$ cat src/hw/rv_pkg.sv
package rv_pkg;

    localparam int XLEN       = 32;
    localparam int REG_ADDR_W = 5;
    localparam int MEM_WORDS  = 1024;   // 4 KiB unified memory
    localparam int MEM_ADDR_W = 10;

    localparam logic [XLEN-1:0] UART_TX_ADDR = 32'h0002_0020;   // sb here strobes the serial port

    typedef logic [XLEN-1:0]       word_t;
    typedef logic [REG_ADDR_W-1:0] reg_idx_t;
    typedef logic [MEM_ADDR_W-1:0] mem_idx_t;
    typedef logic [7:0]            uart_byte_t;

    // major opcodes
    localparam logic [6:0] OPC_OP     = 7'b0110011;
    localparam logic [6:0] OPC_OP_IMM = 7'b0010011;
    localparam logic [6:0] OPC_LOAD   = 7'b0000011;
    localparam logic [6:0] OPC_STORE  = 7'b0100011;
    localparam logic [6:0] OPC_BRANCH = 7'b1100011;
    localparam logic [6:0] OPC_JAL    = 7'b1101111;
    localparam logic [6:0] OPC_JALR   = 7'b1100111;
    localparam logic [6:0] OPC_LUI    = 7'b0110111;
    localparam logic [6:0] OPC_AUIPC  = 7'b0010111;

    typedef enum logic [3:0] {
        ALU_ADD,
        ALU_SUB,
        ALU_AND,
        ALU_OR,
        ALU_XOR,
        ALU_SLL,
        ALU_SRL,
        ALU_SRA,
        ALU_SLT,
        ALU_SLTU,
        ALU_PASS_B              // lui
    } alu_op_e;

    typedef enum logic [2:0] {
        BR_NONE,
        BR_EQ,
        BR_NE,
        BR_LT,
        BR_GE,
        BR_LTU,
        BR_GEU
    } branch_cond_e;

    typedef enum logic [1:0] {
        JMP_SEQ,                // pc + 4
        JMP_BRANCH,             // pc + imm when taken
        JMP_JAL,
        JMP_JALR
    } jump_kind_e;

    typedef struct packed {
        reg_idx_t     rs1;
        reg_idx_t     rs2;
        reg_idx_t     rd;
        alu_op_e      alu_op;
        logic         a_sel_pc;        // operand a is pc
        logic         b_sel_imm;       // operand b is the immediate
        word_t        imm;
        branch_cond_e branch_cond;
        jump_kind_e   jump_kind;
        logic         reg_we;
        logic         mem_read;
        logic         mem_write_word;
        logic         mem_write_byte;
        logic         link;            // write back pc + 4
    } ctrl_t;

    typedef struct packed {
        mem_idx_t   idx;
        logic [3:0] be;
        word_t      wdata;
        logic       we;
    } mem_req_t;

    typedef struct packed {
        logic     en;
        mem_idx_t idx;
        word_t    data;
    } prog_load_t;

endpackage

$ cat src/hw/rv_alu.sv
`timescale 1ns/1ps

module rv_alu (
    input  rv_pkg::ctrl_t i_ctrl,
    input  rv_pkg::word_t i_rs1_data,
    input  rv_pkg::word_t i_rs2_data,
    input  rv_pkg::word_t i_pc,
    output rv_pkg::word_t o_result,
    output logic          o_branch_taken
);
    import rv_pkg::*;

    word_t      op_a;
    word_t      op_b;
    logic [4:0] shamt;

    assign op_a  = i_ctrl.a_sel_pc ? i_pc : i_rs1_data;     // auipc uses pc
    assign op_b  = i_ctrl.b_sel_imm ? i_ctrl.imm : i_rs2_data;
    assign shamt = op_b[4:0];

    always_comb begin
        case (i_ctrl.alu_op)
            ALU_ADD:    o_result = op_a + op_b;
            ALU_SUB:    o_result = op_a - op_b;
            ALU_AND:    o_result = op_a & op_b;
            ALU_OR:     o_result = op_a | op_b;
            ALU_XOR:    o_result = op_a ^ op_b;
            ALU_SLL:    o_result = op_a << shamt;
            ALU_SRL:    o_result = op_a >> shamt;
            ALU_SRA:    o_result = word_t'($signed(op_a) >>> shamt);
            ALU_SLT:    o_result = {{(XLEN-1){1'b0}}, $signed(op_a) < $signed(op_b)};
            ALU_SLTU:   o_result = {{(XLEN-1){1'b0}}, op_a < op_b};
            ALU_PASS_B: o_result = op_b;
            default:    o_result = op_a + op_b;
        endcase
    end

    // branches always compare the two registers
    always_comb begin
        case (i_ctrl.branch_cond)
            BR_EQ:   o_branch_taken = (i_rs1_data == i_rs2_data);
            BR_NE:   o_branch_taken = (i_rs1_data != i_rs2_data);
            BR_LT:   o_branch_taken = ($signed(i_rs1_data) < $signed(i_rs2_data));
            BR_GE:   o_branch_taken = ($signed(i_rs1_data) >= $signed(i_rs2_data));
            BR_LTU:  o_branch_taken = (i_rs1_data < i_rs2_data);
            BR_GEU:  o_branch_taken = (i_rs1_data >= i_rs2_data);
            default: o_branch_taken = 1'b0;
        endcase
    end

endmodule

$ cat config.mk
export PLATFORM = sky130hd
export DESIGN_NAME = rv_alu
export DESIGN_NICKNAME = d
export VERILOG_FILES = /design/src/hw/rv_pkg.sv /design/src/hw/rv_alu.sv
export SDC_FILE = /design/constraint.sdc
export NUM_CORES = 1
export LEC_CHECK = 0
export BUFFER_PORTS_ARGS = -buffer_cell sky130_fd_sc_hd__buf_2
export CORE_ASPECT_RATIO = 1.75
export CORE_MARGIN = 10
export CORE_UTILIZATION = 39
export DETAILED_ROUTE_END_ITERATION = 8
export GPL_TIMING_DRIVEN = 1
export PLACE_DENSITY = 0.74
export SLEW_MARGIN = 20
export SYNTH_ARGS = -nofsm -noshare
export SYNTH_HDL_FRONTEND = slang
export SYNTH_SLANG_ARGS = --single-unit
$ cat constraint.sdc
create_clock -name vclk -period 4.46
set_input_delay 0.446 -clock vclk [all_inputs]
set_output_delay 0.446 -clock vclk [all_outputs]
set_load 0.05 [all_outputs]
==> impl_metrics.tcl <==
set metrics [dict create \
    numPortBuffers 170 \
    synthesis.instances 1564 \
    synth_top_cell_by_area "ha_1" \
    min_from "i_ctrl[7]" \
    netlist_area_um2 10300 \
    synthTopCellsByCount "nand2_1, nor2_1, mux2i_1" \
    dieArea_um2 33600 \
    drt_iter0_markers 1186 \
    wire_per_inst_um 25.2 \
    slew_headroom_pct 38.6 \
    final_hold_viol_count 0 \
    worst_slew_pin_slew_ns 0.922 \
    grt_pass1_wl_um 82400 \
    die_w_um 143 \
    placedCellCount 2254 \
    area_delta_synth_final_pct 41.7 \
    drc 0 \
    status "finished, violations left" \
    synth_nets 1854 \
    fin_crit_ns 4.50 \
    viasPerCell 6.38 \
    setup_viol 1 \
    grt_max_degree 60 \
    die_height_um 235 \
    postRouteAntennaNets 0 \
    cts_hold_buf 0 \
    dp_hpwl_um 45100 \
    ff_latch_area_um2 0 \
    finalMaxSlewViolations 0 \
    final.setup.worst_slack_ns -0.0390 \
    synth.distinct_cells 83 \
    stdcell_area_um2 14600 \
    end_kind "output port" \
    core_area_um2 26100 \
    vias 14506 \
    grt_pass1_vias 14497 \
    drive_above_1_share_pct 34.1 \
    num_rows 78 \
    violations "setup timing" \
    io_pins 192 \
    design.seq.count 0 \
    worst_hold_path_type "in2out" \
    firstDrtPassIters 7 \
    worstPathArrival_ns 4.05 \
    yosys.cell_count.top_type "nand2_1" \
    multiInputGateArea_um2 10200 \
    min_to "o_branch_taken" \
    drv_cap 0 \
    synth_top_area_share_pct 15.6 \
    placed_area_um2 13700 \
    grt.overflow.total 0 \
    fin_cells 2274 \
    wl_um 57300 \
    start_util_pct 39.6 \
    finalCritPeriodShare_pct 101 \
    path_max_fanout 8 \
    antenna_found_initial 1 \
    nFillCells 2509 \
    rsz0062_at_grt "yes" \
    routabilityCongestion 1.09 \
    nets 2245 \
    final_core_util_pct 56.1 \
    yosys-top-cells-area "ha_1, mux2i_1, a21oi_1, nand2_1, nor2_1" \
    crit_required_ns 4.01 \
    fmax_mhz 222 \
    cp-start-kind "input pin" \
    min_path_cells 5 \
    yosysWarnings 0 \
    synth_seq_area_share_pct 0 \
    avgSynthCellArea_um2 6.60 \
    path_class "in2out" \
    clockBufferCount 0 \
    track_usage_pct 31.2 \
]
metal layers:
metal	vias to the layer above	part of all wire (%)	track usage, %
met4	2	12	30.9
met2	896	48	53.1
met1	6663	32	30.6
met3	367	7.6	5.31
li1	6578	-	-
met5	-	0.028	0
cell usage in the layout (no fill, tap or decap), drive strengths merged, types with 7 or more instances in the layout:
cell type	n
mux2	22
a22oi	12
nand4	14
o21a	13
nor2	155
o2111ai	11
o211ai	33
o21bai	16
and3	7
o21ai	113
nand2	158
nand3	37
a221o	10
buf	489
a211oi	28
or2	7
inv	131
ha	129
a21o	23
o221ai	19
a221oi	19
nor4	11
nor3	36
a31oi	21
nor2b	16
mux2i	160
a21oi	122
o22ai	29
nand2b	13
a211o	10
through the flow:
| stage | TNS [ns] | worst slack (ns) | hold WS [ns] |
|---|---|---|---|
| 4_1_cts | 0 | 0.00166 | 1.44 |
| 2_1_floorplan | -0.0829 | -0.0829 | 1.25 |
| 5_1_grt | -0.263 | -0.145 | 1.47 |
| 3_5_place_dp | -1.36 | -0.278 | 1.44 |
| 6_report | -0.0390 | -0.0390 | 1.44 |
| 3_3_place_gp | -1.23 | -0.238 | 1.43 |
how the worst max path moves through the flow:
stage / startpoint / endpoint / slack [ns] / depth (start not counted)
CTS: i_ctrl[43] / o_result[31] / 0.002 / 20
finish: i_ctrl[43] / o_result[31] / -0.04 / 20
floorplan: i_ctrl[42] / o_result[31] / -0.08 / 17
detailed placement: i_ctrl[42] / o_result[26] / -0.28 / 16
global route: i_ctrl[42] / o_result[31] / -0.14 / 20
global placement: i_ctrl[42] / o_result[26] / -0.24 / 16
worst max-delay path, cell delays in order:
cell	delay [ns]
buf_2	0.11
buf_12	0.17
buf_6	0.16
mux2i_4	0.26
buf_4	0.17
inv_1	0.08
ha_2	0.21
a21oi_4	0.19
o211ai_1	0.27
nand2_2	0.20
o41ai_4	0.09
buf_4	0.17
buf_4	0.14
a21oi_4	0.31
o311ai_4	0.13
a211oi_2	0.26
nor3_2	0.08
mux2_4	0.29
o22ai_4	0.13
buf_12	0.16
kinds of logic (layout without fill, tap and decap cells):
group / after synthesis / after routing / synth area share (%)
other: 0 / 1 / 0
muxes: 184 / 184 / 18.9
adders and majority gates: 131 / 131 / 16.0
xor gates and xnor gates: 4 / 4 / 0.339
and+or+nand+nor: 476 / 476 / 20.6
AOI/OAI and AO/OA: 534 / 534 / 34.4
buffers and inverters: 235 / 624 / 9.69
timing repair:
action,4_1_cts,5_1_grt
setup endpoints to repair,13,22
setup buffers,1,16
cloned,0,2
gates resized for setup,33,137
pin swaps,5,21
layout make-up:
type               count  share of cell area [%]
multi-input cells   1329                    69.7
repair buffers       492                    24.1
inverters            132                    3.42
well taps            320                    2.74
diodes                 1                  0.0171
