### config.mk
export PLATFORM = sky130hd
export DESIGN_NAME = rv_decoder
export DESIGN_NICKNAME = d
export VERILOG_FILES = /design/src/hw/rv_pkg.sv /design/src/hw/rv_decoder.sv
export SDC_FILE = /design/constraint.sdc
export NUM_CORES = 1
export LEC_CHECK = 0
export BUFFER_PORTS_ARGS = -buffer_cell sky130_fd_sc_hd__buf_2
export CAP_MARGIN = 40
export CORE_ASPECT_RATIO = 0.75
export CORE_MARGIN = 2
export CORE_UTILIZATION = 37
export DETAILED_ROUTE_END_ITERATION = 7
export PLACE_DENSITY = 0.85
export SETUP_SLACK_MARGIN = 0.02
export SLEW_MARGIN = 25
export SYNTH_ARGS = -nofsm -noshare
export SYNTH_HDL_FRONTEND = slang
export SYNTH_SLANG_ARGS = --single-unit
### constraint.sdc
create_clock -name vclk -period 2.7
set_input_delay 0.54 -clock vclk [all_inputs]
set_output_delay 0.54 -clock vclk [all_outputs]
set_load 0.01 [all_outputs]
### src/hw/rv_pkg.sv
package rv_pkg;

    localparam int XLEN       = 32;
    localparam int REG_ADDR_W = 5;
    localparam int MEM_WORDS  = 1024;   // 4 KiB unified memory
    localparam int MEM_ADDR_W = 10;

    localparam logic [XLEN-1:0] UART_TX_ADDR = 32'h0002_0020;   // sb here strobes the serial port

    typedef logic [XLEN-1:0]       word_t;
    typedef logic [REG_ADDR_W-1:0] reg_idx_t;
    typedef logic [MEM_ADDR_W-1:0] mem_idx_t;
    typedef logic [7:0]            uart_byte_t;

    // major opcodes
    localparam logic [6:0] OPC_OP     = 7'b0110011;
    localparam logic [6:0] OPC_OP_IMM = 7'b0010011;
    localparam logic [6:0] OPC_LOAD   = 7'b0000011;
    localparam logic [6:0] OPC_STORE  = 7'b0100011;
    localparam logic [6:0] OPC_BRANCH = 7'b1100011;
    localparam logic [6:0] OPC_JAL    = 7'b1101111;
    localparam logic [6:0] OPC_JALR   = 7'b1100111;
    localparam logic [6:0] OPC_LUI    = 7'b0110111;
    localparam logic [6:0] OPC_AUIPC  = 7'b0010111;

    typedef enum logic [3:0] {
        ALU_ADD,
        ALU_SUB,
        ALU_AND,
        ALU_OR,
        ALU_XOR,
        ALU_SLL,
        ALU_SRL,
        ALU_SRA,
        ALU_SLT,
        ALU_SLTU,
        ALU_PASS_B              // lui
    } alu_op_e;

    typedef enum logic [2:0] {
        BR_NONE,
        BR_EQ,
        BR_NE,
        BR_LT,
        BR_GE,
        BR_LTU,
        BR_GEU
    } branch_cond_e;

    typedef enum logic [1:0] {
        JMP_SEQ,                // pc + 4
        JMP_BRANCH,             // pc + imm when taken
        JMP_JAL,
        JMP_JALR
    } jump_kind_e;

    typedef struct packed {
        reg_idx_t     rs1;
        reg_idx_t     rs2;
        reg_idx_t     rd;
        alu_op_e      alu_op;
        logic         a_sel_pc;        // operand a is pc
        logic         b_sel_imm;       // operand b is the immediate
        word_t        imm;
        branch_cond_e branch_cond;
        jump_kind_e   jump_kind;
        logic         reg_we;
        logic         mem_read;
        logic         mem_write_word;
        logic         mem_write_byte;
        logic         link;            // write back pc + 4
    } ctrl_t;

    typedef struct packed {
        mem_idx_t   idx;
        logic [3:0] be;
        word_t      wdata;
        logic       we;
    } mem_req_t;

    typedef struct packed {
        logic     en;
        mem_idx_t idx;
        word_t    data;
    } prog_load_t;

endpackage

### src/hw/rv_decoder.sv
`timescale 1ns/1ps

module rv_decoder (
    input  logic          i_reset,
    input  rv_pkg::word_t i_instr,
    output rv_pkg::ctrl_t o_ctrl
);
    import rv_pkg::*;

    logic [6:0] opcode;
    logic [2:0] funct3;
    logic [6:0] funct7;
    word_t      imm_i;
    word_t      imm_s;
    word_t      imm_b;
    word_t      imm_u;
    word_t      imm_j;

    // funct3 to ALU operation, alt selects sub / sra
    function automatic alu_op_e alu_from_funct3(input logic [2:0] f3, input logic alt);
        case (f3)
            3'b000:  return alt ? ALU_SUB : ALU_ADD;
            3'b001:  return ALU_SLL;
            3'b010:  return ALU_SLT;
            3'b011:  return ALU_SLTU;
            3'b100:  return ALU_XOR;
            3'b101:  return alt ? ALU_SRA : ALU_SRL;
            3'b110:  return ALU_OR;
            default: return ALU_AND;
        endcase
    endfunction

    assign opcode = i_instr[6:0];
    assign funct3 = i_instr[14:12];
    assign funct7 = i_instr[31:25];

    assign imm_i = {{20{i_instr[31]}}, i_instr[31:20]};
    assign imm_s = {{20{i_instr[31]}}, i_instr[31:25], i_instr[11:7]};
    assign imm_b = {{19{i_instr[31]}}, i_instr[31], i_instr[7], i_instr[30:25],
                    i_instr[11:8], 1'b0};
    assign imm_u = {i_instr[31:12], 12'h000};
    assign imm_j = {{11{i_instr[31]}}, i_instr[31], i_instr[19:12], i_instr[20],
                    i_instr[30:21], 1'b0};

    always_comb begin
        o_ctrl             = '0;        // anything not matched below is a no-op
        o_ctrl.rs1         = i_instr[19:15];
        o_ctrl.rs2         = i_instr[24:20];
        o_ctrl.rd          = i_instr[11:7];
        o_ctrl.alu_op      = ALU_ADD;
        o_ctrl.branch_cond = BR_NONE;
        o_ctrl.jump_kind   = JMP_SEQ;

        case (opcode)
            OPC_OP: begin
                if (funct7 == 7'b0000000 ||
                    (funct7 == 7'b0100000 && (funct3 == 3'b000 || funct3 == 3'b101))) begin
                    o_ctrl.alu_op = alu_from_funct3(funct3, funct7[5]);
                    o_ctrl.reg_we = 1'b1;
                end
            end
            OPC_OP_IMM: begin
                // shift immediates need a clean funct7
                if ((funct3 != 3'b001 && funct3 != 3'b101) ||
                    (funct3 == 3'b001 && funct7 == 7'b0000000) ||
                    (funct3 == 3'b101 && (funct7 == 7'b0000000 || funct7 == 7'b0100000))) begin
                    o_ctrl.alu_op    = alu_from_funct3(funct3, funct3 == 3'b101 && funct7[5]);
                    o_ctrl.b_sel_imm = 1'b1;
                    o_ctrl.imm       = imm_i;
                    o_ctrl.reg_we    = 1'b1;
                end
            end
            OPC_LOAD: begin
                if (funct3 == 3'b010) begin       // lw only
                    o_ctrl.b_sel_imm = 1'b1;
                    o_ctrl.imm       = imm_i;
                    o_ctrl.mem_read  = 1'b1;
                    o_ctrl.reg_we    = 1'b1;
                end
            end
            OPC_STORE: begin
                o_ctrl.b_sel_imm      = 1'b1;
                o_ctrl.imm            = imm_s;
                o_ctrl.mem_write_byte = (funct3 == 3'b000);
                o_ctrl.mem_write_word = (funct3 == 3'b010);
            end
            OPC_BRANCH: begin
                o_ctrl.imm = imm_b;
                case (funct3)
                    3'b000:  o_ctrl.branch_cond = BR_EQ;
                    3'b001:  o_ctrl.branch_cond = BR_NE;
                    3'b100:  o_ctrl.branch_cond = BR_LT;
                    3'b101:  o_ctrl.branch_cond = BR_GE;
                    3'b110:  o_ctrl.branch_cond = BR_LTU;
                    3'b111:  o_ctrl.branch_cond = BR_GEU;
                    default: o_ctrl.branch_cond = BR_NONE;
                endcase
                if (o_ctrl.branch_cond != BR_NONE) begin
                    o_ctrl.jump_kind = JMP_BRANCH;
                end
            end
            OPC_JAL: begin
                o_ctrl.imm       = imm_j;
                o_ctrl.jump_kind = JMP_JAL;
                o_ctrl.link      = 1'b1;
                o_ctrl.reg_we    = 1'b1;
            end
            OPC_JALR: begin
                if (funct3 == 3'b000) begin
                    o_ctrl.imm       = imm_i;
                    o_ctrl.jump_kind = JMP_JALR;
                    o_ctrl.link      = 1'b1;
                    o_ctrl.reg_we    = 1'b1;
                end
            end
            OPC_LUI: begin
                o_ctrl.alu_op    = ALU_PASS_B;
                o_ctrl.b_sel_imm = 1'b1;
                o_ctrl.imm       = imm_u;
                o_ctrl.reg_we    = 1'b1;
            end
            OPC_AUIPC: begin
                o_ctrl.a_sel_pc  = 1'b1;
                o_ctrl.b_sel_imm = 1'b1;
                o_ctrl.imm       = imm_u;
                o_ctrl.reg_we    = 1'b1;
            end
            default: ;
        endcase

        // nothing retires while the program is being loaded
        if (i_reset) begin
            o_ctrl.reg_we         = 1'b0;
            o_ctrl.mem_write_word = 1'b0;
            o_ctrl.mem_write_byte = 1'b0;
        end
    end

endmodule

==> reports/metrics.yaml <==
route:
  final_antenna_net_count: 0
  viasPerCell: 5.07
  dr.pass1.iters: 4
  route.detailed.drc: 0
  drt_iter0_markers: 41
  routedWlPerCell_um: 12.4
  wl_mm: 3.47
  num_vias: 1420
synthesis:
  ys_types: 40
  synth.top_cell.area_share_pct: 14.1
  syn_nets: 181
  synth.area.top_cells: "buf_4 (14%), nand2_1 (11%), a21o_1 (9.1%)"
  yosysSeqAreaShare_pct: 0
  netlist_instances: 148
  yosysTopAreaCell: "buf_4"
  syn_avg_cell_area_um2: 6.11
  synth_area_um2: 905
  yosysWarnings: 0
timing:
  relSlewSlack_pct: 73.7
  setup_ws_ps: -32.0
  fin_setup_tns_ps: -32.0
  slew_violations: 0
  rsz0062_at_grt: "yes"
  finalHoldViolCount: 0
  post-route-min-period_ps: 2730
  max_freq_mhz: 366
  setup-violations-final: 1
  tightest_slew_ps: 391
  post-route-period-util_pct: 101
layout:
  fin_nets: 281
  nClkBuffers: 0
  area_delta_synth_final_pct: 74.4
  num-fill-cells: 212
  drive_above_1_share_pct: 54.5
  diodes: 0
  seqCellArea_um2: 0
  numSequentialCells: 0
  utilization_pct: 68.3
setup_path:
  crit_path_start_kind: "input pin"
  worstPathRequired_ps: 2160
  crit_type: "in2out"
  critPathCaptureType: "output pin"
  crit_path_max_fanout: 5
  arrival_ps: 2190
power:
  p_seq_share_pct: 0
  clkPwrFrac_pct: 0
  peakVddDrop_mv: 0.0569
  p_per_area_nw_per_um2: 89.8
  leakagePower_nw: 1.00
  p_sw_w: 0.0000754
  switching_share_pct: 53.2
  power.internal_w: 0.0000663
  finalPower_w: 0.000142
  combPwrFrac_pct: 100.0
floorplanning:
  initial_utilization_pct: 39.2
  io_pins: 96
  die-height_um: 46.8
  die_w_um: 61.1
  core_um2: 2310
  std_cell_rows: 15
  dieArea_um2: 2860
outcome:
  status: "finished with violations"
  violations: "setup timing"
global_route:
  grt_usage_pct: 19.5
  grt_antenna_before_repair: 0
  grt_pass1_wl_mm: 4.39
  grt_overflow_total: 0
  grt_pass1_vias: 1005
  grt_max_degree: 12
place:
  dp_slack_ps: -129
  port-buffer-count: 96
  hpwl_mm: 2.79
  gp_congestion: 0.888
hold_path:
  hold_path.class: "in2out"
run:
  maxCapViolations: 0
clocking:
  hold_buffers: 0
==> area by class of cell <==
type / count / area [um2] / area share [%]
timing repair buffer: 121 / 711 / 45.0
tap: 34 / 42.5 / 2.70
multi-input combinational: 119 / 802 / 50.8
inverter: 6 / 22.5 / 1.43
==> worst paths after layout <==
kind | start | cells past startpoint | to
max | i_instr[14] | 7 | o_ctrl[21]
min | i_instr[17] | 2 | o_ctrl[60]
==> cell usage after synthesis (4+ instances only) <==
cell / instances
a22o_1: 4
clkbuf_1: 4
o21ai_0: 10
nand2_1: 26
nor3_1: 6
a21oi_1: 7
and2_1: 7
nand3_1: 5
buf_4: 17
nor2_1: 7
inv_1: 6
a21o_1: 11
==> per-stage QoR <==
step	instances	cell area, um2	hold WS, ps
floorplan	148	905	1120
global placement	276	1430	1280
detailed placement	276	1430	1280
CTS	276	1460	1280
global route	280	1580	1290
finish	280	1580	1280
==> cell families after synthesis <==
family / count (synthesis) / share of synthesized area, %
simple gates: 75 / 45.5
compound gates: 41 / 31.4
buf+inv: 29 / 20.1
xor+xnor: 2 / 1.94
mux: 1 / 1.11
==> power groups by stage <==
| stage | registers (W) | clock network [W] | logic (W) |
|---|---|---|---|
| final | 0 | 0 | 0.000142 |
| after floorplan | 0 | 0 | 0.0000716 |
| after global routing | 0 | 0 | 0.000155 |
| after CTS | 0 | 0 | 0.000131 |
| after detailed placement | 0 | 0 | 0.000127 |
| after global placement | 0 | 0 | 0.000124 |
==> routing by layer <==
layer | track usage, % | up-vias | part of all wire [%]
li1 | - | 713 | -
met1 | 25.5 | 613 | 39
met2 | 37.2 | 86 | 50
met3 | 0.551 | 8 | 9.3
met4 | 2.17 | 0 | 1.7
met5 | 0 | - | 0
==> what timing repair did <==
item / in CTS / in global routing
setup buffers: 0 / 3
gates resized for setup: 6 / 19
endpoints found under the setup margin: 31 / 29
pin swaps: 0 / 7
cloned: 0 / 1
==> critical path, stage by stage <==
cell and delay (ps):
buf_8 100, or3b_1 380, nand4b_1 320, o31a_1 240, and3_1 210, o21ai_0 220
buf_2 180
==> cell usage in the layout, fill, tap and decap left out, drive strengths merged <==
cell / netlist / final
a2111oi: 1 / 1
a21oi: 7 / 7
nor2: 7 / 7
nand3: 5 / 5
or2: 2 / 2
inv: 6 / 6
a21o: 11 / 11
and2b: 1 / 1
or3: 3 / 3
a31oi: 2 / 2
buf: 19 / 121
nand2b: 3 / 3
nor3: 6 / 6
o21ai: 10 / 10
nor2b: 2 / 2
o31ai: 2 / 2
nor3b: 1 / 1
and3: 3 / 3
xnor2: 1 / 1
and4bb: 1 / 1
a211oi: 1 / 1
or3b: 1 / 1
nand4b: 2 / 2
nor4: 2 / 2
nand2: 26 / 26
nand4: 1 / 1
nand3b: 2 / 2
and2: 7 / 7
xor2: 1 / 1
a22o: 4 / 4
mux2i: 1 / 1
o31a: 3 / 3
(Power assumes the default switching activity.)
