### src/hw/rv_pkg.sv
package rv_pkg;

    localparam int XLEN       = 32;
    localparam int REG_ADDR_W = 5;
    localparam int MEM_WORDS  = 1024;   // 4 KiB unified memory
    localparam int MEM_ADDR_W = 10;

    localparam logic [XLEN-1:0] UART_TX_ADDR = 32'h0002_0020;   // sb here strobes the serial port

    typedef logic [XLEN-1:0]       word_t;
    typedef logic [REG_ADDR_W-1:0] reg_idx_t;
    typedef logic [MEM_ADDR_W-1:0] mem_idx_t;
    typedef logic [7:0]            uart_byte_t;

    // major opcodes
    localparam logic [6:0] OPC_OP     = 7'b0110011;
    localparam logic [6:0] OPC_OP_IMM = 7'b0010011;
    localparam logic [6:0] OPC_LOAD   = 7'b0000011;
    localparam logic [6:0] OPC_STORE  = 7'b0100011;
    localparam logic [6:0] OPC_BRANCH = 7'b1100011;
    localparam logic [6:0] OPC_JAL    = 7'b1101111;
    localparam logic [6:0] OPC_JALR   = 7'b1100111;
    localparam logic [6:0] OPC_LUI    = 7'b0110111;
    localparam logic [6:0] OPC_AUIPC  = 7'b0010111;

    typedef enum logic [3:0] {
        ALU_ADD,
        ALU_SUB,
        ALU_AND,
        ALU_OR,
        ALU_XOR,
        ALU_SLL,
        ALU_SRL,
        ALU_SRA,
        ALU_SLT,
        ALU_SLTU,
        ALU_PASS_B              // lui
    } alu_op_e;

    typedef enum logic [2:0] {
        BR_NONE,
        BR_EQ,
        BR_NE,
        BR_LT,
        BR_GE,
        BR_LTU,
        BR_GEU
    } branch_cond_e;

    typedef enum logic [1:0] {
        JMP_SEQ,                // pc + 4
        JMP_BRANCH,             // pc + imm when taken
        JMP_JAL,
        JMP_JALR
    } jump_kind_e;

    typedef struct packed {
        reg_idx_t     rs1;
        reg_idx_t     rs2;
        reg_idx_t     rd;
        alu_op_e      alu_op;
        logic         a_sel_pc;        // operand a is pc
        logic         b_sel_imm;       // operand b is the immediate
        word_t        imm;
        branch_cond_e branch_cond;
        jump_kind_e   jump_kind;
        logic         reg_we;
        logic         mem_read;
        logic         mem_write_word;
        logic         mem_write_byte;
        logic         link;            // write back pc + 4
    } ctrl_t;

    typedef struct packed {
        mem_idx_t   idx;
        logic [3:0] be;
        word_t      wdata;
        logic       we;
    } mem_req_t;

    typedef struct packed {
        logic     en;
        mem_idx_t idx;
        word_t    data;
    } prog_load_t;

endpackage

### src/hw/rv_regfile.sv
`timescale 1ns/1ps

module rv_regfile (
    input  logic             clk,
    input  rv_pkg::reg_idx_t i_rs1,
    input  rv_pkg::reg_idx_t i_rs2,
    input  rv_pkg::reg_idx_t i_rd,
    input  logic             i_we,
    input  rv_pkg::word_t    i_wdata,
    output rv_pkg::word_t    o_rs1_data,
    output rv_pkg::word_t    o_rs2_data
);
    import rv_pkg::*;

    word_t regs [1:31];     // x0 is not stored

    always_ff @(posedge clk) begin
        if (i_we && i_rd != '0) begin
            regs[i_rd] <= i_wdata;
        end
    end

    assign o_rs1_data = (i_rs1 == '0) ? '0 : regs[i_rs1];
    assign o_rs2_data = (i_rs2 == '0) ? '0 : regs[i_rs2];

endmodule

### config.mk
export PLATFORM = sky130hd
export DESIGN_NAME = rv_regfile
export DESIGN_NICKNAME = d
export VERILOG_FILES = /design/src/hw/rv_pkg.sv /design/src/hw/rv_regfile.sv
export SDC_FILE = /design/constraint.sdc
export NUM_CORES = 1
export LEC_CHECK = 0
export BUFFER_PORTS_ARGS = -buffer_cell sky130_fd_sc_hd__buf_2
export CORE_MARGIN = 4
export CORE_UTILIZATION = 35
export CTS_BUF_LIST = sky130_fd_sc_hd__clkbuf_4 sky130_fd_sc_hd__clkbuf_8
export DETAILED_ROUTE_END_ITERATION = 8
export GPL_TIMING_DRIVEN = 0
export PLACE_DENSITY = 0.61
export SYNTH_ARGS = -nofsm -noshare
export SYNTH_HDL_FRONTEND = slang
export SYNTH_SLANG_ARGS = --single-unit
### constraint.sdc
create_clock -name clk -period 3.6 [get_ports clk]
set_input_delay 0.54 -clock clk [delete_from_list [all_inputs] [get_ports clk]]
set_output_delay 0.54 -clock clk [all_outputs]
set_load 0.01 [all_outputs]
==> qor.csv, run 1 <==
metric;value;unit
ant_nets;0;
synthArstFlopShare;0;%
violations;setup timing;
rsz0062_at_grt;true;
seq_area;0.0298;mm2
largestRegisters;regs: 992 flops;
leakage;0.0178;uW
fmax;274;MHz
ys_types;38;
required;3060;ps
drt-pass1-iter-count;6;
crit_buf_inv;5;
via_count;28700;
drc;0;
pre_cts_ws;-953;ps
drv_slew;0;
cp_slowest_cell;clkbuf_1;
worstMarginPinSlew;1100;ps
min_period_over_period;101;%
syn_nets;2642;
grt_usage;23.0;%
cts_buffers;161;
drive_gt1_share;32.7;%
grt-busiest-layer;met2;
overflow;0;
wirelength;162;mm
final-setup-viol-count;4;
fp.dieH;372;um
grtUsageMet3;6.55;%
cap_violations;0;
viasPerCell;5.99;
fin_nets;2942;
postCtsSetupBuffers;0;
fin_util;40.8;%
grt_pass1_vias;28500;
min_period;3650;ps
drtIter0Drc;3896;
power;25700;uW
synth_edf_count;992;
max_stage_delay;530;ps
use_met1;30.3;%
grt_start_max_net_pins;32;
crit_chain;buf_2 -> buf_2 -> clkbuf_2 -> clkbuf_1 -> nor2_1 -> a211oi_1 -> o21ai_2 -> nand4_1 -> buf_2;
cts-root-buf;clkbuf_8;
fillerInstances;11700;
ir_worst_vdd;0.000370;V
area_growth;15.6;%
timing.hold.ws;159;ps
layout_setup_ws;-48.9;ps
clock-sinks;992;
critPathTopFamily;buffers and inverters;
critPathCaptureType;output port;
crit_path_max_fanout;10;
worstPathArrival;3110;ps
multiInputGateArea;0.0160;mm2
fp.dieArea;0.139;mm2
hold_path.class;in -> reg;
antenna_found_initial;20;
use_met2;35.9;%
ioPinCount;113;
num_rows;133;
p_per_area;478;mW/mm2
largest_register_ffs;992;
core_area;0.132;mm2
clockBufferDepth;3;
yosys_warnings;0;
dieWidth;372;um
ys_seq_elements;992;
cpMostUsedCell;buf_2;
slew-limit-headroom;26.5;%
htree_levels;4;
syn_avg_cell_area;17.9;um2
clk_pin_slew_worst_paths;60;ps
wire_per_inst;33.8;um
initial_core_util;35.3;%
cp-start-kind;input pin;
place.detailed.hpwl;114;mm
grt_first_pass_wirelength;221;mm
status;complete, but fails checks;
finalSetupTns;-91.3;ps
largest-register;regs;
syn_inst;2593;
port_buffers;107;
synthesis.area;0.0465;mm2
cts_tree;yes;
finalHoldViolations;0;
critical_path_class;in -> out;
ys.flop_type;edfxtp_1;
ys_seq_area_share;64.1;%
gp_congestion;0.943;
## cells in the final DEF, fill, tap and decap left out, drive strengths merged, types with 17 or more instances in the layout
master,instances
mux2i,311
a211oi,17
a311o,31
clkinv,56
a22o,46
nand3,51
mux4,350
a211o,31
clkbuf,308
mux2,34
and2,34
a22oi,94
nand4,17
edfxtp,992
nor2b,36
nor2,114
nand2,86
buf,241
a21oi,66
o21ai,32
## worst paths after layout
kind | from | end | slack, ps | depth (start not counted)
worst max-delay path | i_rs2[1] | o_rs2_data[25] | -50 | 9
worst min-delay path | i_wdata[0] | regs[3][0] | 160 | 1
## cell families (layout without fill, tap and decap cells)
kind of cell	after synthesis	count (layout)	share of synthesized area, %
mux	695	695	24.6
simple gates	369	369	3.78
compound gates	333	333	5.20
other cells	0	12	0
flops	992	992	64.1
buf+inv	204	632	2.39
## routing by layer
layer	vias up	share of wire [%]
li1	11500	-
met1	15100	38
met2	1768	46
met3	316	12
met4	10	4.4
met5	-	0.035
## where the power goes
group / internal [uW] / switching, uW
sequential: 12900 / 57.9
combinational: 946 / 1710
clock: 5400 / 4710
## stage by stage
step	std cells	cell area (um2)
final	4788	53700
after global routing	4778	53700
after CTS	4776	53600
after detailed placement	4486	50100
after global placement	4455	49200
after floorplan	2593	46500
## Yosys cell counts, types with 3 or more instances
library cell / n / share of area, %
a211o_1: 31 / 0.58
a211oi_1: 17 / 0.27
a21oi_1: 66 / 0.71
a22o_1: 46 / 0.87
a22oi_1: 94 / 1.5
a311o_1: 31 / 0.67
a31oi_1: 15 / 0.20
and2_1: 34 / 0.46
and3_1: 15 / 0.20
buf_1: 10 / 0.081
buf_2: 63 / 0.68
buf_4: 20 / 0.32
buf_6: 20 / 0.48
clkbuf_1: 86 / 0.69
edfxtp_1: 992 / 64
mux2_1: 6 / 0.15
mux2_2: 28 / 0.68
mux2i_1: 311 / 6.7
mux4_1: 10 / 0.57
mux4_2: 340 / 16
nand2_1: 86 / 0.69
nand3_1: 51 / 0.55
nand3b_1: 6 / 0.097
nand4_1: 17 / 0.23
nor2_1: 114 / 0.92
nor2b_1: 36 / 0.48
o21ai_0: 17 / 0.18
o21ai_1: 15 / 0.16
or3b_2: 3 / 0.057
## final cells by class
class	count	share of cell area, %
Antenna cell	12	0.0559
Buffer	202	2.47
Clock buffer	212	4.87
Clock inverter	79	1.15
Inverter	1	0.00699
Multi-Input combinational cell	1397	29.8
Sequential cell	992	55.4
Tap cell	1755	4.09
Timing Repair Buffer	138	2.15
## repair_timing
item / in CTS / in global routing
hold buffers: 0 / 0
setup endpoints to repair: 64 / 31
pin swaps: 3 / 7
gates resized for setup: 108 / 44
Note: power is estimated with default switching activity, not from simulation.
==> run 2, diff against run 1 <==
--- a/config.mk
+++ b/config.mk
@@ -12,6 +12,7 @@
 export DETAILED_ROUTE_END_ITERATION = 8
 export GPL_TIMING_DRIVEN = 0
 export PLACE_DENSITY = 0.61
+export SETUP_SLACK_MARGIN = 0.3
 export SYNTH_ARGS = -nofsm -noshare
 export SYNTH_HDL_FRONTEND = slang
 export SYNTH_SLANG_ARGS = --single-unit
==> run 2 against run 1 <==
Net effect: the flow now finishes without violations; final area is 1.6% higher; largest power group unchanged; sequential share of layout area is 0.85 points lower; clock power hardly changed; non-clock buffer count is 20 higher; count of clock-buffer cells in the layout stayed put; via count is 0.46% lower; critical path depth is 4 lower; global-route usage is 0.059 points higher; wire length is 0.11% higher.
==> qor.csv, run 2 (synthesis results as in run 1) <==
metric;value;unit;change
cts-root-buf;clkbuf_8;;
initial_core_util;35.3;%;unchanged
dpl_cell_area;0.0501;mm2;unchanged
wire_per_inst;33.7;um;-0.35%
swShare;25.2;%;about the same
grt_usage;23.1;%;+0.059 points
drive_gt1_share;35.5;%;+2.8 points
grt_pass1_vias;28600;;+0.57%
cap_violations;0;;unchanged
fin_nets;2962;;+0.68%
hold_path.class;in -> reg;;
cp-start-kind;flip-flop;;
antenna_found_initial;17;;-15%
final_common_cell;edfxtp_1;;
largest_register_ffs;992;;unchanged
worstMarginPinSlew;1140;ps;+39.7 ps
min-delay-start;i_wdata[0];;
drt-pass1-iter-count;8;;+2
rsz0062_at_grt;true;;
drv_slew;0;;unchanged
critical_path_class;reg -> out;;
viasPerCell;5.94;;-0.91%
clockBufferDepth;3;;unchanged
place.detailed.hpwl;114;mm;unchanged
largestRegisters;regs: 992 flops;;
wirelength;162;mm;+0.11%
largest-register;regs;;
via_count;28600;;-0.46%
crit_path_max_fanout;2;;-8
final_cell_mix;edfxtp_1 (992), mux4_2 (341), mux2i_1 (286);;
power;25800;uW;+0.44%
seq_power_share;50.1;%;-0.2 points
total_switching_power;6510;uW;+0.49%
fin_cells;4810;;+0.46%
critPathLaunch;regs[22][25];;
drtIter0Drc;3972;;+2.0%
overflow;0;;unchanged
combPwrFrac;10.8;%;+0.4 points
slew-limit-headroom;24.1;%;-2.4 points
clock-sinks;992;;unchanged
num_rows;133;;unchanged
p_clk_share;39.2;%;-0.2 points
final_area;0.0546;mm2;+1.6%
p_int;19300;uW;+0.43%
worstPathArrival;2920;ps;-190 ps
clk_pin_slew_worst_paths;60;ps;about the same
p_per_area;473;mW/mm2;-1.1%
drc;0;;unchanged
fmax;289;MHz;+5.4%
ant_nets;0;;unchanged
htree_levels;4;;unchanged
core_area;0.132;mm2;unchanged
min_period;3460;ps;-186 ps
required;3060;ps;about the same
port_buffers;107;;unchanged
leakage;0.0181;uW;+1.9%
finalHoldViolations;0;;unchanged
fp.dieH;372;um;unchanged
final-setup-viol-count;0;;-4
critPathCaptureType;output port;;
grt_start_max_net_pins;32;;unchanged
cts_buffers;161;;unchanged
status;complete, no violations;;
ir_worst_vdd;0.000366;V;-1.1%
min_period_over_period;96.2;%;-5.2 points
dieWidth;372;um;unchanged
area_growth;17.4;%;
grt_first_pass_wirelength;222;mm;+0.30%
fp.dieArea;0.139;mm2;unchanged
gp_congestion;0.943;;unchanged
cts_tree;yes;;
ioPinCount;113;;unchanged
dp.cells;4486;;unchanged
[run 2: area by class of cell]
| cell class | instances | area [um2] |
|---|---|---|
| fillers | 11600 | 77100 |
| flip-flops and latches | 992 | 29800 |
| multi-input cells | 1397 | 16400 |
| clock buffers | 212 | 2620 |
| well taps | 1755 | 2200 |
| plain buffers | 203 | 1600 |
| repair buffers | 157 | 1350 |
| clock inverters | 79 | 617 |
| diodes | 14 | 35.0 |
| inverters | 1 | 3.75 |
[run 2: worst max-delay path, stage by stage, from the launching register on]
cell and delay, ps:
edfxtp_1 400, mux4_2 480, nor2b_1 140, a211o_1 340, a311o_2 510, buf_6 160
[run 2: timing repair]
item / in CTS / in global routing
hold endpoints to repair: 0 / 0
gates cloned: 0 / 0
buffers inserted: 15 / 4
hold buffers: 0 / 0
pin swaps: 60 / 22
gates resized for setup: 277 / 73
setup endpoints to repair: 64 / 54
[run 2: through the flow]
stage	hold slack, ps	setup WS (ps)	setup TNS [ps]	utilization, %
finish	179	138	0	41.5
global route	161	58.7	0	41.4
CTS	105	107	0	41.2
detailed placement	1070	-953	-28740	38.0
global placement	1050	-1520	-1089320	37.4
floorplan	639	640	0	-
[run 2: per-layer routing]
| layer | global-route usage (%) | vias to the layer above | routed length, um |
|---|---|---|---|
| met5 | 0 | - | 55 |
| met4 | 9.35 | 8 | 6570 |
| met3 | 6.57 | 307 | 18600 |
| met2 | 36.3 | 1776 | 75300 |
| met1 | 30.3 | 14900 | 61500 |
| li1 | - | 11500 | - |
[run 2: power groups by stage]
stage	clock, uW	sequential, uW	combinational, uW
CTS	10200	12900	2700
detailed placement	0	13200	2560
floorplan	0	13100	1380
global placement	0	13200	2520
finish	10100	12900	2780
global route	10700	12900	2860
[run 2: worst paths after layout]
kind                  depth (start not counted)              to
worst max-delay path                          5  o_rs1_data[25]
worst min-delay path                          1      regs[1][0]
