### config.mk
export PLATFORM = sky130hd
export DESIGN_NAME = rv_lsu
export DESIGN_NICKNAME = d
export VERILOG_FILES = /design/src/hw/rv_pkg.sv /design/src/hw/rv_lsu.sv
export SDC_FILE = /design/constraint.sdc
export NUM_CORES = 1
export LEC_CHECK = 0
export BUFFER_PORTS_ARGS = -buffer_cell sky130_fd_sc_hd__buf_2
export CORE_AREA = 2 2 109 111
export DETAILED_ROUTE_END_ITERATION = 7
export DIE_AREA = 0 0 111 113
export PLACE_DENSITY = 0.52
export SLEW_MARGIN = 30
export SYNTH_ARGS = -nofsm -noshare
export SYNTH_HDL_FRONTEND = slang
export SYNTH_SLANG_ARGS = --single-unit
export TNS_END_PERCENT = 100
### constraint.sdc
create_clock -name vclk -period 3.32
set_clock_uncertainty 0.15 [all_clocks]
set_input_delay 0.498 -clock vclk [all_inputs]
set_output_delay 0.498 -clock vclk [all_outputs]
set_load 0.005 [all_outputs]
### src/hw/rv_pkg.sv
package rv_pkg;

    localparam int XLEN       = 32;
    localparam int REG_ADDR_W = 5;
    localparam int MEM_WORDS  = 1024;   // 4 KiB unified memory
    localparam int MEM_ADDR_W = 10;

    localparam logic [XLEN-1:0] UART_TX_ADDR = 32'h0002_0020;   // sb here strobes the serial port

    typedef logic [XLEN-1:0]       word_t;
    typedef logic [REG_ADDR_W-1:0] reg_idx_t;
    typedef logic [MEM_ADDR_W-1:0] mem_idx_t;
    typedef logic [7:0]            uart_byte_t;

    // major opcodes
    localparam logic [6:0] OPC_OP     = 7'b0110011;
    localparam logic [6:0] OPC_OP_IMM = 7'b0010011;
    localparam logic [6:0] OPC_LOAD   = 7'b0000011;
    localparam logic [6:0] OPC_STORE  = 7'b0100011;
    localparam logic [6:0] OPC_BRANCH = 7'b1100011;
    localparam logic [6:0] OPC_JAL    = 7'b1101111;
    localparam logic [6:0] OPC_JALR   = 7'b1100111;
    localparam logic [6:0] OPC_LUI    = 7'b0110111;
    localparam logic [6:0] OPC_AUIPC  = 7'b0010111;

    typedef enum logic [3:0] {
        ALU_ADD,
        ALU_SUB,
        ALU_AND,
        ALU_OR,
        ALU_XOR,
        ALU_SLL,
        ALU_SRL,
        ALU_SRA,
        ALU_SLT,
        ALU_SLTU,
        ALU_PASS_B              // lui
    } alu_op_e;

    typedef enum logic [2:0] {
        BR_NONE,
        BR_EQ,
        BR_NE,
        BR_LT,
        BR_GE,
        BR_LTU,
        BR_GEU
    } branch_cond_e;

    typedef enum logic [1:0] {
        JMP_SEQ,                // pc + 4
        JMP_BRANCH,             // pc + imm when taken
        JMP_JAL,
        JMP_JALR
    } jump_kind_e;

    typedef struct packed {
        reg_idx_t     rs1;
        reg_idx_t     rs2;
        reg_idx_t     rd;
        alu_op_e      alu_op;
        logic         a_sel_pc;        // operand a is pc
        logic         b_sel_imm;       // operand b is the immediate
        word_t        imm;
        branch_cond_e branch_cond;
        jump_kind_e   jump_kind;
        logic         reg_we;
        logic         mem_read;
        logic         mem_write_word;
        logic         mem_write_byte;
        logic         link;            // write back pc + 4
    } ctrl_t;

    typedef struct packed {
        mem_idx_t   idx;
        logic [3:0] be;
        word_t      wdata;
        logic       we;
    } mem_req_t;

    typedef struct packed {
        logic     en;
        mem_idx_t idx;
        word_t    data;
    } prog_load_t;

endpackage

### src/hw/rv_lsu.sv
`timescale 1ns/1ps

module rv_lsu (
    input  rv_pkg::ctrl_t      i_ctrl,
    input  rv_pkg::word_t      i_addr_sum,
    input  rv_pkg::word_t      i_rs2_data,
    input  rv_pkg::word_t      i_pc_plus4,
    input  rv_pkg::word_t      i_rdata,
    output rv_pkg::mem_req_t   o_mem_req,
    output rv_pkg::word_t      o_wb_data,
    output logic               o_uart_valid,
    output rv_pkg::uart_byte_t o_uart_data
);
    import rv_pkg::*;

    logic [1:0] lane;
    logic       uart_hit;

    assign lane     = i_addr_sum[1:0];
    assign uart_hit = i_ctrl.mem_write_byte && (i_addr_sum == UART_TX_ADDR);

    // serial store strobes only, memory is left alone
    assign o_uart_valid = uart_hit;
    assign o_uart_data  = i_rs2_data[7:0];

    always_comb begin
        o_mem_req.idx = i_addr_sum[MEM_ADDR_W+1:2];
        o_mem_req.we  = (i_ctrl.mem_write_word || i_ctrl.mem_write_byte) && !uart_hit;
        if (i_ctrl.mem_write_byte) begin
            o_mem_req.be    = 4'b0001 << lane;
            o_mem_req.wdata = {4{i_rs2_data[7:0]}};   // byte on every lane
        end else begin
            o_mem_req.be    = 4'b1111;
            o_mem_req.wdata = i_rs2_data;
        end
    end

    always_comb begin
        if (i_ctrl.mem_read) begin
            o_wb_data = i_rdata;
        end else if (i_ctrl.link) begin
            o_wb_data = i_pc_plus4;     // jal / jalr return address
        end else begin
            o_wb_data = i_addr_sum;
        end
    end

endmodule

==> results of run 1 <==
[routing by layer]
layer,routed length (um),global-route usage,vias to the layer above
met2,3120,0.176,141
li1,-,-,1057
met5,0,0,-
met1,2330,0.103,862
met4,0,0,0
met3,532,0.00911,0
[cells in the final DEF, fill, tap and decap left out, drive strengths merged]
cell type  Yosys  final
nand2         40     40
nand3          2      2
nor3           2      2
o21ai         60     60
nand4          1      1
inv           26     26
mux2i         32     32
nor4           4      4
nor4b          3      3
buf           32    225
o32a           1      1
[how the worst max path moves through the flow]
stage	slack, ps	end	startpoint	depth (start not counted)
after global placement	800	o_mem_req[0]	i_addr_sum[19]	6
after CTS	800	o_mem_req[0]	i_addr_sum[23]	5
after floorplan	1440	o_mem_req[0]	i_addr_sum[18]	3
after global routing	730	o_mem_req[0]	i_addr_sum[19]	6
after detailed placement	800	o_mem_req[0]	i_addr_sum[23]	5
final	840	o_mem_req[0]	i_addr_sum[19]	6
[Yosys cell counts, drive strengths merged]
| cell type | count |
|---|---|
| o32a | 1 |
| inv | 26 |
| mux2i | 32 |
| nand3 | 2 |
| nor3 | 2 |
| nor4 | 4 |
| nor4b | 3 |
| o21ai | 60 |
| clkbuf | 9 |
| nand2 | 40 |
| nand4 | 1 |
| buf | 32 |
[cells by family after synthesis]
group           Yosys count
compound gates           61
buf+inv                  67
mux                      32
simple gates             52
[critical path, stage by stage]
cell and delay (ps):
buf_2 120, nor4_1 460, buf_4 200, nand3_1 90, o32a_1 330, buf_2 130
[cell type report]
| class | instances | share of cell area |
|---|---|---|
| timing repair buffer | 225 | 0.494 |
| multi-input combinational | 145 | 0.386 |
| tap | 143 | 0.0776 |
| inverter | 26 | 0.0423 |
[per-stage QoR]
step / hold slack (ps) / power (uW) / std cells
final: 1040 / 276 / 539
after global routing: 1050 / 309 / 539
after CTS: 1040 / 282 / 539
after detailed placement: 1040 / 281 / 539
after global placement: 1040 / 278 / 539
after floorplan: 916 / 127 / 212
[where the power goes]
part | leakage [uW] | total (uW) | switching (uW) | internal [uW]
logic | 0.00141 | 276 | 131 | 146
registers | 0 | 0 | 0 | 0
clock network | 0 | 0 | 0 | 0
==> results summary, run 1 <==
The power density over the cells came out at ~120 mW/mm^2. The largest voltage drop on the vdd net came out at around 0.059 mV. The worst hold path endpoint is o_mem_req[2]. The count of boundary I/O pins is around 280. The chip height came out at between 100 and 150 um. Sorting the synthesized cells by area gives the leading types as mux2i_1 (25%), o21ai_0 (24%), buf_4 (18%), nand2_1 (12%), inv_1 (7.8%). Max-cap violations in this run came to 0.

The number of antenna violations at the first check in global routing is 0. The final-report max-slew violation count is 0. Setup repair after global routing left no endpoint under its margin. The overall die width came out at between 100 and 150 um. The sequential cell count is 0. The full die area came out at between 0.01 and 0.015 mm^2. In the final layout, the share of cells above drive strength 1 is 0.581. The post-synthesis compound-gate area fraction came out at 0.247.

The share of the synthesized area in the top cell type came out at 0.255. The count of hold-fix buffers inserted at cts is 0. The row count came out at 39. The number of port buffers is 220. In the final layout, the multi-input gates occupy approximately 900 um^2.

The aggregate global routing overflow came out at 0. The area growth from synthesis to layout is 83.5%. The wire length of the first global-routing pass is just over 9000 um. The post-synthesis simple-gate area fraction came out at 0.206.

The final critical-path share of the clock period is 0.748. The worst path required time is around 2700 ps. The total of endpoints with negative setup slack in the final report came out at 0. The distinct cell type count of the synthesized netlist came out at 15. For this block, the routed nets add up to between 5000 and 6000 um of wire. Synthesis handed over a netlist of 212 instances.

The worst setup path is of the input port to output pin kind. The total area inside the core boundary comes to about 0.011 mm^2. Counting the clock-network buffers in the layout gives 0. The number of post-CTS setup repair buffers is 0. The worst-margin pin slew came out at 509 ps. The average footprint of a synthesized cell came out at roughly 5.9 um^2. The final worst-path setup slack is between 800 and 900 ps.

The min-delay analysis places its worst path in the category input port to output pin. The fraction of the yosys area taken by sequential cells came out at 0. The number of diodes came out at 0. STA classifies the critical path endpoint as an output pin. When the netlist entered floorplanning its net count stood at around 400. At the end of the flow the core is filled with cells to 0.204. The highest attainable clock frequency came out at about 400 MHz. The count of endpoints failing hold in the final timing report came to 0. At the end of the flow, the number of nets in the layout was ~590. The detail-routed net length per standard cell is 11.1 um. After synthesis, the largest family of logic cells by area is buffers and inverters. The worst slack at placement is ~800 ps. The share of synthesized area spent on multiplexers came out at 0.255.

For this run, design rule violations remaining after detail routing come to 0. Summing over every cut layer, the via total after detailed routing is around 2000. The detail route stage leaves a number of antenna-violating nets equal to 0.

The worst hold path stage count came out at 2. Of all nets on the critical path, the largest fanout is 2. The relative max-transition margin came out at 0.660. The layout has roughly 1300 filler cells. The run finished with clean final reports. The overall fraction of global-route tracks in use is 0.0864. The number of violations reported at the end of detailed-routing iteration 0 is 40. The finished cells cover ~0.0023 mm^2. For this configuration, the core starts out at a cell density of 0.111. The maximum number of pins on one net before global-route repair is 65. Summed over all failing endpoints, the final setup total negative slack is 0 ps. The cell area after synthesis is ~0.0013 mm^2. The via count of the first global-routing pass came to ~1900.

The number of resized instances in the post-cts repair step came out at 0. The smallest clock period supported by the final layout is computed as roughly 2500 ps. The area share of xor/xnor cells in the synthesized design came out at 0. The post-placement cell area is 0.00230 mm^2. The leakage component of the power came out at ~0.0014 uW. mux2i_1 takes more of the synthesized area than any other cell. The detail-routed via count per cell is between 3 and 4. In the final layout, flip-flops and latches occupy 0 um^2.

The wire-length estimate of the detail-placed layout is between 5000 and 6000 um. Of the total synthesized cell area, the portion taken by full adders, half adders and majority gates is 0. The number of warning messages in the yosys log came out at 0. The worst setup path is launched from an input port. The pre-antenna-repair detailed-routing pass consisted of 4 iterations. The data arrival time at the worst-slack endpoint came out at 1830 ps. The global placement routability congestion came out at 0.852. In this run the most critical hold path is launched from i_rs2_data[1].
Power figures use the tool's default switching activity.
==> run 2: changes to the inputs <==
ABC_AREA = 1   (was not set)
PLACE_DENSITY = 0.53   (was 0.52)
clock period = 2.55 ns   (was 3.32 ns; I/O delays follow)
==> results summary, run 2 <==
The flow ran to the end, and the final reports show no timing, DRC or antenna violations. After layout, the minimum clock period comes to 1920 ps. The die is 111 um wide. For this run, the total global-route usage over all layers was measured as 0.0935. The via count of the first global-routing pass is slightly above 2000.

The worst slack at placement came out at ~570 ps. Of the synthesized area, sequential elements account for 0. The most used routing layer is met2.

The number of clock buffers in the layout is 0. Power spread over the standard cell area amounts to approximately 160 mW/mm^2. At the pin with the least slew margin, the transition time is around 540 ps.

Derived from the worst setup path, the maximum achievable clock frequency is ~520 MHz. After synthesis, the most frequently instantiated cells are a21oi_1 (62), nand2_1 (48), nor2_1 (48), inv_1 (30), buf_4 (28). The met3 capacity usage during global routing is 0.0102. The worst path required time came out at between 2000 and 2500 ps.

The number of antenna-violating nets in the routed design is 0. After detailed routing, the number of vias per cell comes to between 3 and 4. The final setup TNS came out at 0 ps. The number of violations reported at the end of detailed-routing iteration 0 is between 100 and 150. The number of max-cap violations is 0. The met1 track demand over resource is 0.114. The area growth from synthesis to layout is 77.9%. The count of endpoints failing hold in the final timing report came to 0. The number of resized instances in the post-cts repair step is 0. The detailed-placement wirelength estimate came out at 5620 um. Overall power consumption after layout is estimated at approximately 380 uW.

The data arrival time at the worst-slack endpoint is about 1400 ps. The final-report max-slew violation count came out at 0. Of the cells placed in the final design, the portion with a size suffix greater than 1 is 0.514. Buffers inserted to repair hold after CTS numbered 0. The relative max-transition margin came out at 0.638.

The maximum number of pins on one net before global-route repair came out at 37. Ranked by total cell area, the synthesized netlist is headed by a21oi_1 (24%), buf_4 (16%), nand2_1 (14%), nor2_1 (14%), o21ai_0 (10%). The multi-input combinational cells in the finished layout cover a total of just under 900 um^2. The tightest min-delay check is of the input port to output pin type. During I/O placement, the number of pins put on the boundary was between 200 and 300. The global placement routability congestion is 0.843. The share of synthesized area in the top cell type comes to 0.239.

The final critical-path share of the clock period came out at 0.752. Registers take 0 um^2. The number of warning messages in the yosys log is 0.

The starting density of the core came out at 0.115. The largest voltage drop on the vdd net came out at between 0.06 and 0.07 mV. The cell area after synthesis came out at approximately 0.0013 mm^2. The area of the core came out at 0.0113 mm^2. The full die area is 0.0125 mm^2. The analysis attributes to cell leakage a power of approximately 0.0014 uW.

The worst setup path category is input port to output pin. The net count reported at finish came out at approximately 640. For this run, design rule violations remaining after detail routing come to 0.

The sequential cell count came out at 0. After clock tree synthesis, the setup repair step added 0 buffers. The chip height came out at approximately 110 um. The global-route met2 utilization is 0.183. STA classifies the critical path endpoint as an output pin. The number of antenna violations at the first check in global routing is 0. The number of port buffers is 220. The first-pass detailed-route iteration total came out at 4.

The top cell types in the final layout, fill and taps aside, are buf_2 (220), a21oi_1 (62), nand2_1 (48), nor2_1 (48), inv_1 (30). Setup repair after global routing left no endpoint under its margin. The total length of routed wires is approximately 6600 um. The row count is 39. Synthesis handed over a netlist of between 200 and 300 instances. Leaving out fill and tap cells, the most frequent cell in the layout is buf_2. The detail-routed net length per standard cell is ~11 um. STA classifies the critical path startpoint as an input port. The filler cell count is approximately 1300. For this block, the via count after detailed routing is around 2300.

The final worst-path setup slack is approximately 630 ps. Dividing the synthesized area by the synthesized cell count gives 4.82 um^2. The repair_antennas step left the layout with diodes totalling 0. The synthesized design spends more area on one cell type than any other, namely a21oi_1.

The net count after synthesis came out at 460. The most common cell in the synthesized netlist is a21oi_1. The wire length of the first global-routing pass came out at roughly 10000 um. The largest driver fanout on the critical path is 32. The distinct cell type count of the synthesized netlist is 18. The total of endpoints with negative setup slack in the final report came out at 0.

The aggregate global routing overflow is 0.
[run 2: cell types whose count changed in the layout (fill, tap and decap cells not counted), moves of 3 or more]
| cell | change |
|---|---|
| o21ai_0 | -33 |
| nor4_2 | -3 |
| nor2_1 | +48 |
| a21oi_1 | +62 |
| mux2i_1 | -32 |
| nand2_1 | +8 |
| inv_1 | +4 |
[run 2: area by class of cell]
| cell class | count | area share |
|---|---|---|
| Inverter | 31 | 0.0504 |
| Multi-Input combinational cell | 194 | 0.376 |
| Tap cell | 143 | 0.0775 |
| Timing Repair Buffer | 226 | 0.496 |
[run 2: path summary, 6_finish.rpt]
path,slack (ps),end,from,depth (start not counted)
hold / removal,810,o_uart_data[3],i_rs2_data[3],2
setup / recovery,630,o_wb_data[23],i_ctrl[0],5
[run 2: through the flow]
stage          utilization  std cells  area [um^2]  hold WS, ps
6_report             0.205        594         2310          806
5_1_grt              0.205        594         2310          814
4_1_cts              0.205        594         2310          808
3_5_place_dp         0.205        594         2310          807
3_3_place_gp         0.205        594         2310          808
2_1_floorplan            -        269         1300          696
[run 2: kinds of logic after synthesis]
kind of cell | after synthesis | synth area share
AO/OA/AOI/OAI | 91 | 0.357
buffers and inverters | 75 | 0.332
AND/OR/NAND/NOR | 103 | 0.311
[run 2: worst max-delay path, cell delays in order]
cell     delay [ps]
buf_2           120
inv_2           400
nand2_1         170
a21oi_1         180
buf_2           130
[run 2: per-layer routing]
metal / vias to the layer above / share of wire
met5: - / 0
met4: 0 / 0.0077
met3: 4 / 0.080
met2: 134 / 0.50
met1: 997 / 0.41
li1: 1196 / -
[run 2: report_power, final]
| group | switching, uW | total, uW | leakage (uW) | internal, uW |
|---|---|---|---|---|
| Combinational | 188 | 377 | 0.00139 | 189 |
| Sequential | 0 | 0 | 0 | 0 |
| Clock | 0 | 0 | 0 | 0 |
| Total | 188 | 377 | 0.00139 | 189 |
